[config.mk]
export PLATFORM = sky130hd
export DESIGN_NAME = svm_mult_lane_flat
export DESIGN_NICKNAME = d
export VERILOG_FILES = /design/src/verilog/svm_dot_pkg.sv /design/src/verilog/svm_vec_if.sv /design/src/verilog/svm_mult_lane.sv /design/src/flat_wrapper.sv
export VERILOG_INCLUDE_DIRS = /design/src /design/src/verilog
export SDC_FILE = /design/constraint.sdc
export NUM_CORES = 1
export LEC_CHECK = 0
export BUFFER_PORTS_ARGS = -buffer_cell sky130_fd_sc_hd__buf_2
export CAP_MARGIN = 20
export CORE_MARGIN = 2
export CORE_UTILIZATION = 60
export CTS_CLUSTER_SIZE = 8
export DETAILED_ROUTE_END_ITERATION = 6
export GPL_ROUTABILITY_DRIVEN = 0
export GPL_TIMING_DRIVEN = 0
export PLACE_DENSITY = 0.88
export SLEW_MARGIN = 15
export SYNTH_ARGS = -nofsm -noshare
export SYNTH_HDL_FRONTEND = slang
export SYNTH_SLANG_ARGS = --single-unit
[constraint.sdc]
create_clock -name clk -period 18.3 [get_ports clk]
set_input_delay 1.83 -clock clk [delete_from_list [all_inputs] [get_ports clk]]
set_output_delay 1.83 -clock clk [all_outputs]
set_load 0.02 [all_outputs]
[src/verilog/svm_dot_defines.svh]
`ifndef SVM_DOT_DEFINES_SVH
`define SVM_DOT_DEFINES_SVH

// lane count is also the longest vector the core takes
`define SVM_NUM_LANES  8

`define SVM_DATA_W     16  // one vector element.
`define SVM_PROD_W     32  // full 16x16 signed product.

// log2 of the lane count
`define SVM_TREE_DEPTH 3

`define SVM_SUM_W      35  // product width plus one bit per tree level.
`define SVM_DIM_W      4   // must hold the lane count itself.

`endif

[src/verilog/svm_dot_pkg.sv]
`include "svm_dot_defines.svh"

package svm_dot_pkg;

   typedef logic signed [`SVM_DATA_W-1:0] data_t;
   typedef logic signed [`SVM_PROD_W-1:0] prod_t;
   typedef logic signed [`SVM_SUM_W-1:0]  sum_t;
   typedef logic [`SVM_DIM_W-1:0]         dim_t;  // number of active elements.

   // element i sits at index i
   typedef data_t [`SVM_NUM_LANES-1:0] vec_t;
   typedef prod_t [`SVM_NUM_LANES-1:0] prod_vec_t;

endpackage

[src/verilog/svm_vec_if.sv]
`timescale 1ns/100ps

interface svm_vec_if;

   svm_dot_pkg::vec_t weight_vec;
   svm_dot_pkg::vec_t data_vec;
   logic              weights_progd;   // weight array complete.
   logic              data_vec_progd;  // data array complete.

   modport loader (
      output weight_vec,
      output data_vec,
      output weights_progd,
      output data_vec_progd
   );

   modport lane (
      input weight_vec,
      input data_vec,
      input weights_progd,
      input data_vec_progd
   );

endinterface

[src/verilog/svm_mult_lane.sv]
`timescale 1ns/100ps

module svm_mult_lane #(
   parameter int LANE_IDX = 0
) (
   input  logic                clk,
   input  logic                reset,
   input  logic                comp_start,
   svm_vec_if.lane             vec,
   output svm_dot_pkg::prod_t  prod,
   output logic                prod_vld
);

   import svm_dot_pkg::*;

   logic  launch;
   data_t wght_q;
   data_t data_q;
   logic  op_vld;

   // both vectors must be complete before a start counts
   assign launch = comp_start & vec.weights_progd & vec.data_vec_progd;

   always_ff @(posedge clk) begin
      if (launch) begin
         wght_q <= vec.weight_vec[LANE_IDX];
         data_q <= vec.data_vec[LANE_IDX];
      end
   end

   always_ff @(posedge clk) begin
      if (op_vld) begin
         prod <= prod_t'(wght_q) * prod_t'(data_q);  // exact, no rounding.
      end
   end

   always_ff @(posedge clk) begin
      if (reset) begin
         op_vld   <= 1'b0;
         prod_vld <= 1'b0;
      end else begin
         op_vld   <= launch;
         prod_vld <= op_vld;
      end
   end

endmodule

[src/flat_wrapper.sv]
// flat-port wrapper written by rule: the top's interface ports become plain ports
module svm_mult_lane_flat import svm_dot_pkg::*;
#(
   parameter int LANE_IDX = 0
)
  (clk, reset, comp_start, prod, prod_vld, vec_weight_vec, vec_data_vec, vec_weights_progd, vec_data_vec_progd);
  svm_vec_if vec_i ();
  input  logic clk;
  input  logic reset;
  input  logic comp_start;
  output svm_dot_pkg::prod_t prod;
  output logic prod_vld;
  input wire logic [$bits(vec_i.weight_vec)-1:0] vec_weight_vec;
  input wire logic [$bits(vec_i.data_vec)-1:0] vec_data_vec;
  input wire logic [$bits(vec_i.weights_progd)-1:0] vec_weights_progd;
  input wire logic [$bits(vec_i.data_vec_progd)-1:0] vec_data_vec_progd;
  assign vec_i.weight_vec = vec_weight_vec;
  assign vec_i.data_vec = vec_data_vec;
  assign vec_i.weights_progd = vec_weights_progd;
  assign vec_i.data_vec_progd = vec_data_vec_progd;
  svm_mult_lane #(.LANE_IDX(LANE_IDX)) u_core (.clk(clk), .reset(reset), .comp_start(comp_start), .vec(vec_i), .prod(prod), .prod_vld(prod_vld));
endmodule
==> reports/results.tsv <==
metric	value	unit
num_antenna_cells	0	
period_minus_slack	7.30	ns
ys_warn_count	0	
cts-buffers-inserted	9	
core	0.0194	mm2
fmax	0.137	GHz
cts_resized	0	
drive_gt1_frac	0.0796	
start_kind	register	
cts.htree.levels	3	
crit_required	18.40	ns
placed_cells	1480	
vias	8540	
grt_pass1_wl	49200	um
cp_common_cell	fa_1	
worstSetupEndpointType	register	
cp_slowest_cell	fa_1	
crit_fanout	10	
die_width	144	um
fin_crit_sh	0.399	
syn_nets	1751	
syn_inst	1146	
area_growth	8.35	%
rsz0062_at_grt	false	
post_cts_buffers	0	
cts_sinks	66	
rr_startpoint	u_core.wght_q[15]	
cp.depth	18	
relSlewSlack	0.423	
tightest_slew	0.865	ns
numPortBuffers	69	
post-dp-hpwl	24100	um
vias_per_cell	5.71	
stdcell_count	1496	
ctsRootBufferMaster	clkbuf_16	
fp.dieH	144	um
clk_latency	0.35	ns
finClkSkew	0.0149	ns
min_path_cells	0	
hold_path.class	register to register	
track_usage	0.323	
synthFlopType	edfxtp_1	
drt-total-wl	30600	um
whs	0.837	ns
synth_edf_count	64	
cp_top_family	adder cells	
critPathMaxStageDelay	0.91	ns
cap_violations	0	
fillers	1415	
status	finished, final reports clean	
whs_endpoint	u_core.prod[27]	
wire_per_inst	20.4	um
tns	0	ns
nNetsFinal	1831	
holdBufCountCts	0	
dp_slack	11.21	ns
setup_viol	0	
r2r_end	u_core.prod[30]	
grt_pass1_vias	9668	
finalHoldViolCount	0	
cts_tree	yes	
row_count	51	
num_io_pins	294	
synth.avg_cell_area	10.3	um2
path_cells	clkbuf_1 > nand2_1 > inv_1 > fa_1 > fa_1 > fa_1 > fa_1 > fa_1 > inv_1 > fa_1 > inv_1 > ha_1 > a211o_1 > nand2b_1 > o31ai_1 > o311a_1 > a21oi_1 > xor2_1	
slew_violations	0	
path_buf_inv	4	
cp.arrival	7.40	ns
overflow	0	
async_flop_share	0	
min_from	u_core.op_vld	
cts.clk_slew.worst_paths	0.06	ns
drt_first_pass_iters	5	
syn_area	0.0118	mm2
synth-seq-cells	66	
postRouteAntennaNets	0	
drc	0	
die_area	0.0208	mm2
synth.distinct_cells	47	
setup_ws	11.00	ns
clock_path_buffers	2	
antenna_found_initial	0	
ys_seq_area_frac	0.166	
ff2ff_setup_slack	11.00	ns
start_util	0.609	
worstSetupPathType	register to register	
drtIter0Drc	846	
reg2reg_depth	18	
grt_start_max_net_pins	34	
==> layout make-up <==
class                   count  area, um2  area share
multi-input cells         759       8640       0.676
flip-flops and latches     66       1960       0.153
inverters                 289       1080      0.0848
repair buffers             69        345      0.0270
well taps                 265        332      0.0259
clock buffers               9        225      0.0176
plain buffers              32        120     0.00939
clock inverters             7       81.3     0.00636
==> per-layer routing <==
layer / GRT usage / wire [um] / up-vias
li1: - / - / 3570
met4: 0.219 / 2540 / 0
met3: 0.0543 / 3030 / 170
met2: 0.541 / 14900 / 536
met1: 0.386 / 10000 / 4264
met5: 0 / 0 / -
==> worst max-delay path by stage <==
stage	startpoint	endpoint	slack, ns
CTS	u_core.wght_q[15]	u_core.prod[30]	11.15
global placement	u_core.wght_q[15]	u_core.prod[30]	11.37
floorplan	u_core.wght_q[15]	u_core.prod[31]	12.21
global route	u_core.wght_q[15]	u_core.prod[30]	10.79
detailed placement	u_core.wght_q[15]	u_core.prod[30]	11.21
finish	u_core.wght_q[15]	u_core.prod[30]	11.00
==> cells in the mapped netlist, drive strengths merged, types with 3 or more instances <==
master | count | share of area
a211oi | 5 | 0.0040
a21o | 4 | 0.0025
a21oi | 23 | 0.011
and2 | 122 | 0.065
and3 | 3 | 0.0016
clkbuf | 31 | 0.0099
edfxtp | 64 | 0.16
fa | 262 | 0.44
ha | 82 | 0.087
inv | 289 | 0.092
nand2 | 126 | 0.040
nand2b | 7 | 0.0037
nand3 | 5 | 0.0021
nor2 | 28 | 0.0089
nor2b | 5 | 0.0026
nor3 | 3 | 0.0013
o21a | 6 | 0.0038
o21ai | 8 | 0.0034
o21bai | 4 | 0.0025
o31ai | 3 | 0.0019
or3 | 3 | 0.0016
xnor2 | 29 | 0.022
xor2 | 7 | 0.0052
==> sequential cells by signal, summed over array words and instances, names as in the netlist <==
register	count
u_core.prod	32
u_core.data_q	16
u_core.wght_q	16
u_core.op_vld	1
u_core.prod_vld	1
==> cell usage in the layout, fill, tap and decap left out, drive strengths merged, types with 6 or more instances in the layout <==
master,Yosys,routed
nand2b,7,7
ha,82,82
buf,1,70
o21ai,8,8
fa,262,262
nor2,28,28
and2,122,122
xor2,7,7
edfxtp,64,64
o21a,6,6
xnor2,29,29
a21oi,23,23
nand2,126,126
clkbuf,31,40
inv,289,293
==> cell families after synthesis <==
kind of cell | after synthesis | synth area share
adder cells (fa/ha/maj) | 344 | 0.531
buffers and inverters | 321 | 0.102
AND/OR/NAND/NOR | 308 | 0.131
AO/OA/AOI/OAI | 71 | 0.0431
flip-flops | 66 | 0.166
XOR/XNOR | 36 | 0.0267
==> stage by stage <==
stage | utilization | instance area (um2)
after global routing | 0.660 | 12800
after detailed placement | 0.644 | 12500
after global placement | 0.644 | 12500
after CTS | 0.660 | 12800
after floorplan | - | 11800
final | 0.660 | 12800
Power is not shown: default switching activity piles up to over one toggle a cycle in this logic, so the estimate is an artifact.
