--- src/verilog/svm_dot_defines.svh ---
`ifndef SVM_DOT_DEFINES_SVH
`define SVM_DOT_DEFINES_SVH

// lane count is also the longest vector the core takes
`define SVM_NUM_LANES  8

`define SVM_DATA_W     16  // one vector element.
`define SVM_PROD_W     32  // full 16x16 signed product.

// log2 of the lane count
`define SVM_TREE_DEPTH 3

`define SVM_SUM_W      35  // product width plus one bit per tree level.
`define SVM_DIM_W      4   // must hold the lane count itself.

`endif

--- src/verilog/svm_dot_pkg.sv ---
`include "svm_dot_defines.svh"

package svm_dot_pkg;

   typedef logic signed [`SVM_DATA_W-1:0] data_t;
   typedef logic signed [`SVM_PROD_W-1:0] prod_t;
   typedef logic signed [`SVM_SUM_W-1:0]  sum_t;
   typedef logic [`SVM_DIM_W-1:0]         dim_t;  // number of active elements.

   // element i sits at index i
   typedef data_t [`SVM_NUM_LANES-1:0] vec_t;
   typedef prod_t [`SVM_NUM_LANES-1:0] prod_vec_t;

endpackage

--- src/verilog/svm_adder_tree.sv ---
`timescale 1ns/100ps
`include "svm_dot_defines.svh"

module svm_adder_tree (
   input  logic                    clk,
   input  logic                    reset,
   input  svm_dot_pkg::prod_vec_t  prods,
   input  logic                    in_vld,
   output svm_dot_pkg::sum_t       data_out,
   output logic                    data_out_vld
);

   import svm_dot_pkg::*;

   localparam int N = `SVM_NUM_LANES;
   localparam int D = `SVM_TREE_DEPTH;

   logic [D-1:0] vld_q;  // bit l marks a fresh sum in level l.

   always_ff @(posedge clk) begin
      if (reset) begin
         vld_q <= '0;
      end else begin
         vld_q <= {vld_q[D-2:0], in_vld};
      end
   end

   for (genvar l = 0; l < D; l++) begin : lvl
      localparam int NODES = N >> (l + 1);
      localparam int W     = `SVM_PROD_W + l + 1;

      logic en;

      if (l == 0) begin : g_first
         assign en = in_vld;
      end else begin : g_next
         assign en = vld_q[l-1];
      end

      for (genvar n = 0; n < NODES; n++) begin : node
         logic signed [W-2:0] a;
         logic signed [W-2:0] b;
         logic signed [W-1:0] sum;

         if (l == 0) begin : g_leaf
            assign a = prods[2*n];
            assign b = prods[2*n+1];
         end else begin : g_inner
            assign a = lvl[l-1].node[2*n].sum;
            assign b = lvl[l-1].node[2*n+1].sum;
         end

         // sign-extend one bit so the pair sum cannot overflow
         always_ff @(posedge clk) begin
            if (reset) begin
               sum <= '0;
            end else if (en) begin
               sum <= {a[W-2], a} + {b[W-2], b};
            end
         end
      end
   end

   assign data_out     = lvl[D-1].node[0].sum;  // root holds the dot product.
   assign data_out_vld = vld_q[D-1];

endmodule

--- config.mk ---
export PLATFORM = sky130hd
export DESIGN_NAME = svm_adder_tree
export DESIGN_NICKNAME = d
export VERILOG_FILES = /design/src/verilog/svm_dot_pkg.sv /design/src/verilog/svm_adder_tree.sv
export VERILOG_INCLUDE_DIRS = /design/src /design/src/verilog
export SDC_FILE = /design/constraint.sdc
export NUM_CORES = 1
export LEC_CHECK = 0
export BUFFER_PORTS_ARGS = -buffer_cell sky130_fd_sc_hd__buf_4
export CORE_MARGIN = 2
export CORE_UTILIZATION = 37
export DETAILED_ROUTE_END_ITERATION = 8
export PLACE_DENSITY = 0.6
export SLEW_MARGIN = 20
export SYNTH_ARGS = -nofsm -noshare
export SYNTH_HDL_FRONTEND = slang
export SYNTH_SLANG_ARGS = --single-unit
--- constraint.sdc ---
create_clock -name clk -period 8.2 [get_ports clk]
set_clock_uncertainty 0.1 [all_clocks]
set_input_delay 0.41 -clock clk [delete_from_list [all_inputs] [get_ports clk]]
set_output_delay 0.41 -clock clk [all_outputs]
set_load 0.005 [all_outputs]
==> flow_metrics.env <==
export IMPL_required_ps=8540
export IMPL_clkLatencyLatePin_ps=550
export IMPL_ys_ff_latch=238
export IMPL_yosysSeqAreaShare=0.252
export IMPL_cts_hold_buffers=0
export IMPL_synthTopCellsByCount="nor2_1 (258), dfxtp_1 (238), ha_1 (228)"
export IMPL_dp_final_hpwl_um=42500
export IMPL_drv_cap=0
export IMPL_worst_slew_pin_slew_ps=1080
export IMPL_crit_top_cell="o21ai_1"
export IMPL_syn_num_nets=2814
export IMPL_p_per_area_mw_per_mm2=166
export IMPL_post_cts_buffers=0
export IMPL_num_antenna_cells=0
export IMPL_grt_start_max_net_pins=98
export IMPL_cts_tree="built"
export IMPL_drt_pre_antenna_iters=6
export IMPL_ant_nets=0
export IMPL_avgSynthCellArea_um2=8.16
export IMPL_core_area_mm2=0.0504
export IMPL_p_sw_uw=1230
export IMPL_maxSlewViolCount=0
export IMPL_synth_edff_count=0
export IMPL_ys_types=89
export IMPL_grt_pass1_vias=16900
export IMPL_cts_sinks=238
export IMPL_path_max_fanout=5
export IMPL_start_util=0.376
export IMPL_seqPwrFrac=0.356
export IMPL_pre_cts_slack_ps=4090
export IMPL_num_rows=82
export IMPL_crit_type="reg -> reg"
export IMPL_cts_buffers=26
export IMPL_netlist_top_cell_by_area="dfxtp_1"
export IMPL_synth_simple_area_share=0.164
export IMPL_power_leakage_uw=0.0107
export IMPL_drive_above_1_share=0.153
export IMPL_synth_xor_area_frac=0.0851
export IMPL_fmax_mhz=276
export IMPL_grt_usage=0.195
export IMPL_synth_top_family_by_area="compound AO/OA/AOI/OAI gates"
export IMPL_rsz0062_at_grt="false"
export IMPL_layout_nets=3064
export IMPL_postSynth_asyncResetShare=0
export IMPL_routed_wl_um=53800
export IMPL_synth_top_flop_cell="dfxtp_1"
export IMPL_min_period_ps=3620
export IMPL_clkTransAtPathRegs_ps=60
export IMPL_synth_most_common_cell="nor2_1"
export IMPL_synth_mux_area_frac=0.0593
export IMPL_synth_compound_area_frac=0.255
export IMPL_gr_total_overflow=0
export IMPL_p_sw_frac=0.328
export IMPL_routedWlPerCell_um=16.5
export IMPL_synth_adder_area_share=0.158
export IMPL_cp_slowest_cell="o21ai_1"
export IMPL_syn_area_mm2=0.0189
export IMPL_status="finished clean"
export IMPL_worst_slack_ps=4580
export IMPL_comb_power_share=0.327
export IMPL_area_delta_synth_final_pct=19.5
export IMPL_yosysWarnings=0
export IMPL_pin_count=295
export IMPL_worstPathArrival_ps=3960
export IMPL_cp_cell_sequence="ha_1, inv_1, fa_1, nor2b_1, o21ai_1, a21oi_1, o211ai_1, nand3_1, o21ai_1, o22ai_1, o41ai_1, mux2_2, a31o_2"
export IMPL_htreeDepth=1
export IMPL_io_buffers=294
export IMPL_slowest_delay_ps=450
export IMPL_ctsResizeCount=0
export IMPL_vias=17600
export IMPL_cp_end_kind="flop"
export IMPL_viasPerCell=5.41
export IMPL_intPower_uw=2520
export IMPL_synthCells=2320
export IMPL_clockBufferDepth=3
export IMPL_clockRootBuffer="clkbuf_16"
export IMPL_drtIter0Drc=1018
export IMPL_gp_congestion=0.851
export IMPL_p_clk_frac=0.317
export IMPL_timing_final_crit_share=0.441
export IMPL_tns_ps=0
export IMPL_relSlewSlack=0.279
export IMPL_dieArea_mm2=0.0530
export IMPL_hold_viol=0
export IMPL_synth_area_leaders="dfxtp_1 (25%), ha_1 (15%), mux2i_1 (5.8%)"
export IMPL_die_w_um=230
export IMPL_hp_class="in -> reg"
export IMPL_die_h_um=230
export IMPL_ir_drop_mv=0.132
export IMPL_grt_pass1_wl_um=85700
export IMPL_setup_viol=0
export IMPL_cp_start_kind="flop"
export IMPL_synth_top_area_share=0.252
export IMPL_drc=0
export IMPL_antenna_found_initial=0
[cells in the final DEF, fill, tap and decap left out, types with 14 or more instances in the layout]
cell,synthesis,layout
a211oi_1,35,35
a21o_1,125,125
a21oi_1,214,214
a31oi_1,26,26
and2_1,14,14
and3_1,25,25
buf_4,0,301
clkbuf_16,0,27
dfxtp_1,238,236
ha_1,228,228
inv_1,55,55
mux2i_1,110,110
nand2_1,185,184
nand2b_1,30,30
nand3_1,39,39
nand4_1,25,25
nor2_1,258,257
nor2b_1,27,27
nor3_1,35,35
o21a_1,15,15
o21ai_0,131,131
o21bai_1,37,37
xnor2_1,105,105
xor2_1,79,79
[sequential cells by signal (all words and copies together), names as in the netlist]
signal	cells
data_out	35
lvl.node.sum	200
vld_q	3
[stage by stage]
step / util / hold slack [ps] / total power [µW] / instance area (µm²) / instances
2_1_floorplan: - / 329 / 2210 / 18900 / 2320
3_3_place_gp: 0.432 / 346 / 2570 / 21800 / 3214
3_5_place_dp: 0.432 / 351 / 2590 / 21800 / 3214
4_1_cts: 0.449 / 78.6 / 3800 / 22600 / 3260
5_1_grt: 0.449 / 114 / 3990 / 22600 / 3260
6_report: 0.449 / 97.8 / 3750 / 22600 / 3260
[layout make-up]
| type | instances | area (µm²) |
|---|---|---|
| clock buffers | 36 | 759 |
| clock inverters | 10 | 104 |
| fillers | 5040 | 27700 |
| inverters | 58 | 218 |
| multi-input cells | 1944 | 13700 |
| flip-flops and latches | 238 | 4770 |
| well taps | 672 | 841 |
| repair buffers | 302 | 2270 |
[cell families after synthesis]
logic type / after synthesis
buf+inv: 138
simple gates: 680
fa+ha+maj: 235
xor+xnor: 184
compound gates: 733
flops: 238
mux: 112
[power by group through the flow]
stage | sequential (µW) | clock, µW | combinational [µW]
finish | 1340 | 1190 | 1230
global route | 1350 | 1280 | 1370
CTS | 1340 | 1230 | 1230
detailed placement | 1360 | 0 | 1220
global placement | 1360 | 0 | 1210
floorplan | 1330 | 0 | 885
[routing by layer]
layer  part of all wire  GRT usage  vias up  wire length, µm
met5                  0          0        -                0
met4              0.013     0.0280        0              674
met3              0.040     0.0222       45             2140
met2               0.48      0.345      324            26100
met1               0.46      0.260     8308            24900
li1                   -          -     8969                -
[path summary, 6_finish.rpt]
path | startpoint | to | slack [ps] | depth (start not counted)
hold reg to reg | lvl[0].node[2].sum[21]$_SDFFE_PP0P_ | lvl[0].node[2].sum[21]$_SDFFE_PP0P_ | 360 | 2
hold / removal | reset | lvl[1].node[0].sum[32]$_SDFFE_PP0P_ | 100 | 2
setup / recovery | lvl[1].node[0].sum[0]$_SDFFE_PP0P_ | data_out[28]$_SDFFE_PP0P_ | 4580 | 13
setup reg to reg | lvl[1].node[0].sum[0]$_SDFFE_PP0P_ | data_out[28]$_SDFFE_PP0P_ | 4580 | 13
[worst max-delay path: cells and delay by family, from the launching register on]
kind                     cells  cell delay (ps)
AO/OA/AOI/OAI                7             1960
adder cells (fa/ha/maj)      2              430
multiplexers                 1              390
flip-flops                   1              320
AND/OR/NAND/NOR              2              240
buffers and inverters        1               80
Note: power is estimated with default switching activity, not from simulation.
