<file path="src/verilog/svm_dot_defines.svh">
`ifndef SVM_DOT_DEFINES_SVH
`define SVM_DOT_DEFINES_SVH

// lane count is also the longest vector the core takes
`define SVM_NUM_LANES  8

`define SVM_DATA_W     16  // one vector element.
`define SVM_PROD_W     32  // full 16x16 signed product.

// log2 of the lane count
`define SVM_TREE_DEPTH 3

`define SVM_SUM_W      35  // product width plus one bit per tree level.
`define SVM_DIM_W      4   // must hold the lane count itself.

`endif

</file>
<file path="src/verilog/svm_dot_pkg.sv">
`include "svm_dot_defines.svh"

package svm_dot_pkg;

   typedef logic signed [`SVM_DATA_W-1:0] data_t;
   typedef logic signed [`SVM_PROD_W-1:0] prod_t;
   typedef logic signed [`SVM_SUM_W-1:0]  sum_t;
   typedef logic [`SVM_DIM_W-1:0]         dim_t;  // number of active elements.

   // element i sits at index i
   typedef data_t [`SVM_NUM_LANES-1:0] vec_t;
   typedef prod_t [`SVM_NUM_LANES-1:0] prod_vec_t;

endpackage

</file>
<file path="src/verilog/svm_vec_if.sv">
`timescale 1ns/100ps

interface svm_vec_if;

   svm_dot_pkg::vec_t weight_vec;
   svm_dot_pkg::vec_t data_vec;
   logic              weights_progd;   // weight array complete.
   logic              data_vec_progd;  // data array complete.

   modport loader (
      output weight_vec,
      output data_vec,
      output weights_progd,
      output data_vec_progd
   );

   modport lane (
      input weight_vec,
      input data_vec,
      input weights_progd,
      input data_vec_progd
   );

endinterface

</file>
<file path="src/verilog/svm_vec_loader.sv">
`timescale 1ns/100ps
`include "svm_dot_defines.svh"

module svm_vec_loader (
   input  logic                clk,
   input  logic                reset,
   input  svm_dot_pkg::data_t  mem_mngr_data,
   input  logic                mem_mngr_data_vld,
   input  logic                arr_wghtbar_data,
   input  svm_dot_pkg::dim_t   svm_ctrl_part_num_dim,
   input  logic                clear_weights_n_data,
   svm_vec_if.loader           vec
);

   import svm_dot_pkg::*;

   // index 0 holds the weights, index 1 the data vector
   vec_t       arr [2];
   dim_t       cnt [2];
   logic [1:0] progd;

   logic                       sel;
   dim_t                       cur_cnt;
   dim_t                       nxt_cnt;
   logic [`SVM_TREE_DEPTH-1:0] wr_idx;
   logic                       take;

   assign sel     = arr_wghtbar_data;
   assign cur_cnt = cnt[sel];
   assign nxt_cnt = cur_cnt + dim_t'(1);
   assign wr_idx  = cur_cnt[`SVM_TREE_DEPTH-1:0];  // below lane count while loading.
   assign take    = mem_mngr_data_vld && !progd[sel];  // full array drops extras.

   always_ff @(posedge clk) begin
      if (reset || clear_weights_n_data) begin
         for (int t = 0; t < 2; t++) begin
            arr[t] <= '0;  // unused elements must read as zero.
            cnt[t] <= '0;
         end
         progd <= '0;
      end else if (take) begin
         arr[sel][wr_idx] <= mem_mngr_data;
         cnt[sel]         <= nxt_cnt;
         if (nxt_cnt == svm_ctrl_part_num_dim) begin
            progd[sel] <= 1'b1;  // last word of this vector.
         end
      end
   end

   assign vec.weight_vec     = arr[0];
   assign vec.data_vec       = arr[1];
   assign vec.weights_progd  = progd[0];
   assign vec.data_vec_progd = progd[1];

endmodule

</file>
<file path="src/flat_wrapper.sv">
// flat-port wrapper written by rule: the top's interface ports become plain ports
module svm_vec_loader_flat import svm_dot_pkg::*;
  (clk, reset, mem_mngr_data, mem_mngr_data_vld, arr_wghtbar_data, svm_ctrl_part_num_dim, clear_weights_n_data, vec_weight_vec, vec_data_vec, vec_weights_progd, vec_data_vec_progd);
  svm_vec_if vec_i ();
  input  logic clk;
  input  logic reset;
  input  svm_dot_pkg::data_t mem_mngr_data;
  input  logic mem_mngr_data_vld;
  input  logic arr_wghtbar_data;
  input  svm_dot_pkg::dim_t svm_ctrl_part_num_dim;
  input  logic clear_weights_n_data;
  output wire logic [$bits(vec_i.weight_vec)-1:0] vec_weight_vec;
  output wire logic [$bits(vec_i.data_vec)-1:0] vec_data_vec;
  output wire logic [$bits(vec_i.weights_progd)-1:0] vec_weights_progd;
  output wire logic [$bits(vec_i.data_vec_progd)-1:0] vec_data_vec_progd;
  assign vec_weight_vec = vec_i.weight_vec;
  assign vec_data_vec = vec_i.data_vec;
  assign vec_weights_progd = vec_i.weights_progd;
  assign vec_data_vec_progd = vec_i.data_vec_progd;
  svm_vec_loader u_core (.clk(clk), .reset(reset), .mem_mngr_data(mem_mngr_data), .mem_mngr_data_vld(mem_mngr_data_vld), .arr_wghtbar_data(arr_wghtbar_data), .svm_ctrl_part_num_dim(svm_ctrl_part_num_dim), .clear_weights_n_data(clear_weights_n_data), .vec(vec_i));
endmodule
</file>
<file path="config.mk">
export PLATFORM = sky130hd
export DESIGN_NAME = svm_vec_loader_flat
export DESIGN_NICKNAME = d
export VERILOG_FILES = /design/src/verilog/svm_dot_pkg.sv /design/src/verilog/svm_vec_if.sv /design/src/verilog/svm_vec_loader.sv /design/src/flat_wrapper.sv
export VERILOG_INCLUDE_DIRS = /design/src /design/src/verilog
export SDC_FILE = /design/constraint.sdc
export NUM_CORES = 1
export LEC_CHECK = 0
export BUFFER_PORTS_ARGS = -buffer_cell sky130_fd_sc_hd__buf_4
export CORE_ASPECT_RATIO = 0.7
export CORE_MARGIN = 2
export CORE_UTILIZATION = 40
export CTS_CLUSTER_SIZE = 20
export DETAILED_ROUTE_END_ITERATION = 8
export HOLD_SLACK_MARGIN = 0.1
export PLACE_DENSITY = 0.72
export REMOVE_ABC_BUFFERS = 1
export SLEW_MARGIN = 10
export SYNTH_ARGS = -nofsm -noshare
export SYNTH_HDL_FRONTEND = slang
export SYNTH_SLANG_ARGS = --single-unit
</file>
<file path="constraint.sdc">
create_clock -name clk -period 2.6 [get_ports clk]
set_clock_uncertainty 0.15 [all_clocks]
set_input_delay 0 -clock clk [delete_from_list [all_inputs] [get_ports clk]]
set_output_delay 0 -clock clk [all_outputs]
set_load 0.03 [all_outputs]
</file>
==> results.json <==
{
  "antenna_found_initial": 3,
  "yosysMostFrequentCell": "edfxtp_1",
  "cts_buffer_depth": 3,
  "synth-seq-cells": 266,
  "power.density_nw_per_um2": 728.8,
  "max_stage_delay_ps": 550,
  "gr-usage-met1_pct": 29.84,
  "rows": 48,
  "met2_usage_pct": 32.40,
  "initial_core_util_pct": 41.09,
  "setup_viol": 0,
  "netlist_area_um2": 10240,
  "ys_types": 32,
  "fillers": 2012,
  "cts_root_buf": "clkbuf_16",
  "finalPower_mw": 10.29,
  "grtUsageMet3_pct": 6.055,
  "clock_latency_ps": 530,
  "synth_area_leaders": "edfxtp_1, and2_1, clkbuf_1",
  "status": "finished clean",
  "drive_above_1_share_pct": 36.88,
  "core_um2": 24920,
  "dp_cells": 1247,
  "grt_pass1_vias": 6261,
  "dp_hpwl_um": 17880,
  "path_buf_inv": 0,
  "routed_wl_um": 28730,
  "vdd_drop_max_mv": 0.5617,
  "drtIter0Drc": 479,
  "relSlewSlack_pct": 41.15,
  "drc_errors": 0,
  "fin_util_pct": 56.67,
  "worstPathMaxFanout": 3,
  "via_per_inst": 4.816,
  "hold_viol": 0,
  "finalSetupTns_ps": 0,
  "grt_usage_pct": 21.04,
  "postLayoutCellArea_um2": 14120,
  "path_clk_slew_ps": 70,
  "ios": 283,
  "synth_top_area_share_pct": 77.40,
  "dieArea_um2": 26920,
  "arrival_ps": 2540,
  "synth_cells": 644,
  "overflow": 0,
  "cts_tree": "done",
  "period_needed_ps": 2269,
  "hp-class": "primary input to register",
  "p_leak_nw": 6.100,
  "cpMaxStageDelayCell": "or4_1",
  "dr.pass1.iters": 5,
  "wire_per_inst_um": 21.71,
  "tightest_slew_ps": 879.5,
  "path_class": "register to register",
  "areaGrowthSynthToFinish_pct": 37.91,
  "cp-end-kind": "register",
  "cts_made_buffers": 26,
  "grt_max_degree": 17,
  "yosys.area.top_type": "edfxtp_1",
  "avgSynthCellArea_um2": 15.90,
  "cts_setup_buffers": 0,
  "rsz0062_at_grt": "false",
  "synth_edf_count": 264,
  "synthArstFlopShare_pct": 0,
  "drv_cap": 0,
  "synth-warning-count": 0,
  "final_max_slew_viol_count": 0,
  "crit_family": "simple AND/OR/NAND/NOR gates",
  "period_share_pct": 87.28,
  "cts.sinks": 266,
  "path_cells": "mux2_2, ha_1, xor2_1, or4_1, o41ai_1",
  "detailed_place.area_um2": 12890,
  "vias": 6372,
  "place_congestion": 0.8512,
  "final_net_count": 1001,
  "dieWidth_um": 195.3,
  "postRouteAntennaNets": 0,
  "cts.htree.levels": 1,
  "numPortBuffers": 282,
  "grt.busiest_layer": "met2",
  "timing.fmax_mhz": 440.7,
  "crit_required_ps": 2870,
  "grt_pass1_wl_um": 40880,
  "synthFlopType": "edfxtp_1",
  "finalNonFillerCells": 1323,
  "synth-seq-area-share_pct": 77.79,
  "start_kind": "register",
  "die_h_um": 137.9,
  "synth_common_cells": "edfxtp_1, and2_1, clkbuf_1, nor2_1, nand2b_1"
}
==> cells by family after synthesis <==
group / synth area share, %
and+or+nand+nor: 18.57
DFF: 77.79
adders and majority gates: 0.1221
AOI/OAI and AO/OA: 0.8186
xor gates and xnor gates: 0.7452
buffers and inverters: 1.649
muxes: 0.3054
==> cells in the final DEF (no fill, tap or decap), drive strengths merged, types with 2 or more instances in the layout <==
cell	instances
and2	256
buf	316
bufinv	8
clkbuf	28
clkinv	10
clkinvlp	2
dfxtp	2
diode	3
dlygate4sd3	25
edfxtp	264
inv	4
mux2i	2
nand2	8
nand2b	12
nand3	3
nand4	2
nor2	16
nor2b	2
nor3	9
nor3b	3
o21ai	6
xnor2	3
xor2	3
==> worst register-to-register path: cells and delay by family, from the launching register on <==
family | cells | cell delay (ps)
adder cells (fa/ha/maj) | 1 | 340
AO/OA/AOI/OAI | 1 | 250
XOR/XNOR | 1 | 170
AND/OR/NAND/NOR | 1 | 550
flip-flops | 1 | 380
multiplexers | 1 | 310
==> cell type report <==
cell class / instances / area (µm²) / share of cell area, %
Multi-Input combinational cell: 336 / 2128 / 15.07
Clock inverter: 20 / 297.8 / 2.108
Sequential cell: 266 / 7968 / 56.41
Tap cell: 325 / 406.6 / 2.879
Antenna cell: 3 / 7.507 / 0.05315
Timing Repair Buffer: 341 / 2623 / 18.57
Inverter: 4 / 15.01 / 0.1063
Clock buffer: 28 / 679.4 / 4.810
==> layer usage <==
layer	share of wire [%]	routed length, µm
met5	0	0
met4	1.9	559
met3	9.5	2726
met2	44	12720
met1	44	12720
==> worst paths after layout <==
kind	startpoint	endpoint	slack, ps	cells after the start
worst max-delay path	u_core.cnt[0][0]$_SDFFCE_PN0P_	u_core.progd[0]$_SDFFE_PP0P_	330	5
worst max register to register	u_core.cnt[0][0]$_SDFFCE_PN0P_	u_core.progd[0]$_SDFFE_PP0P_	330	5
worst min-delay path	arr_wghtbar_data	u_core.progd[0]$_SDFFE_PP0P_	230	3
worst min register to register	u_core.progd[0]$_SDFFE_PP0P_	u_core.progd[0]$_SDFFE_PP0P_	340	2
==> flip-flops by register name, summed over array words and instances, names as in the netlist <==
| signal | count |
|---|---|
| u_core.cnt | 8 |
| u_core.progd | 2 |
| u_core.arr | 256 |
==> report_power, final <==
part | leakage, nW | switching [mW] | total (mW) | internal [mW]
Combinational | 2.67 | 0.710 | 1.03 | 0.325
Sequential | 2.96 | 0.0707 | 4.96 | 4.89
Clock | 0.472 | 1.63 | 4.30 | 2.68
==> timing repair <==
action,CTS,global route
hold buffers,25,0
endpoints found under the setup margin,0,0
hold endpoints to repair,325,0
gates resized for setup,0,0
==> through the flow <==
step	hold slack, ps	setup slack, ps
after global placement	187.4	397.3
after detailed placement	196.0	355.5
after global routing	253.4	193.0
final	225.4	330.8
after CTS	205.8	353.3
after floorplan	-48.58	-634.1
Note: power is estimated with default switching activity, not from simulation.
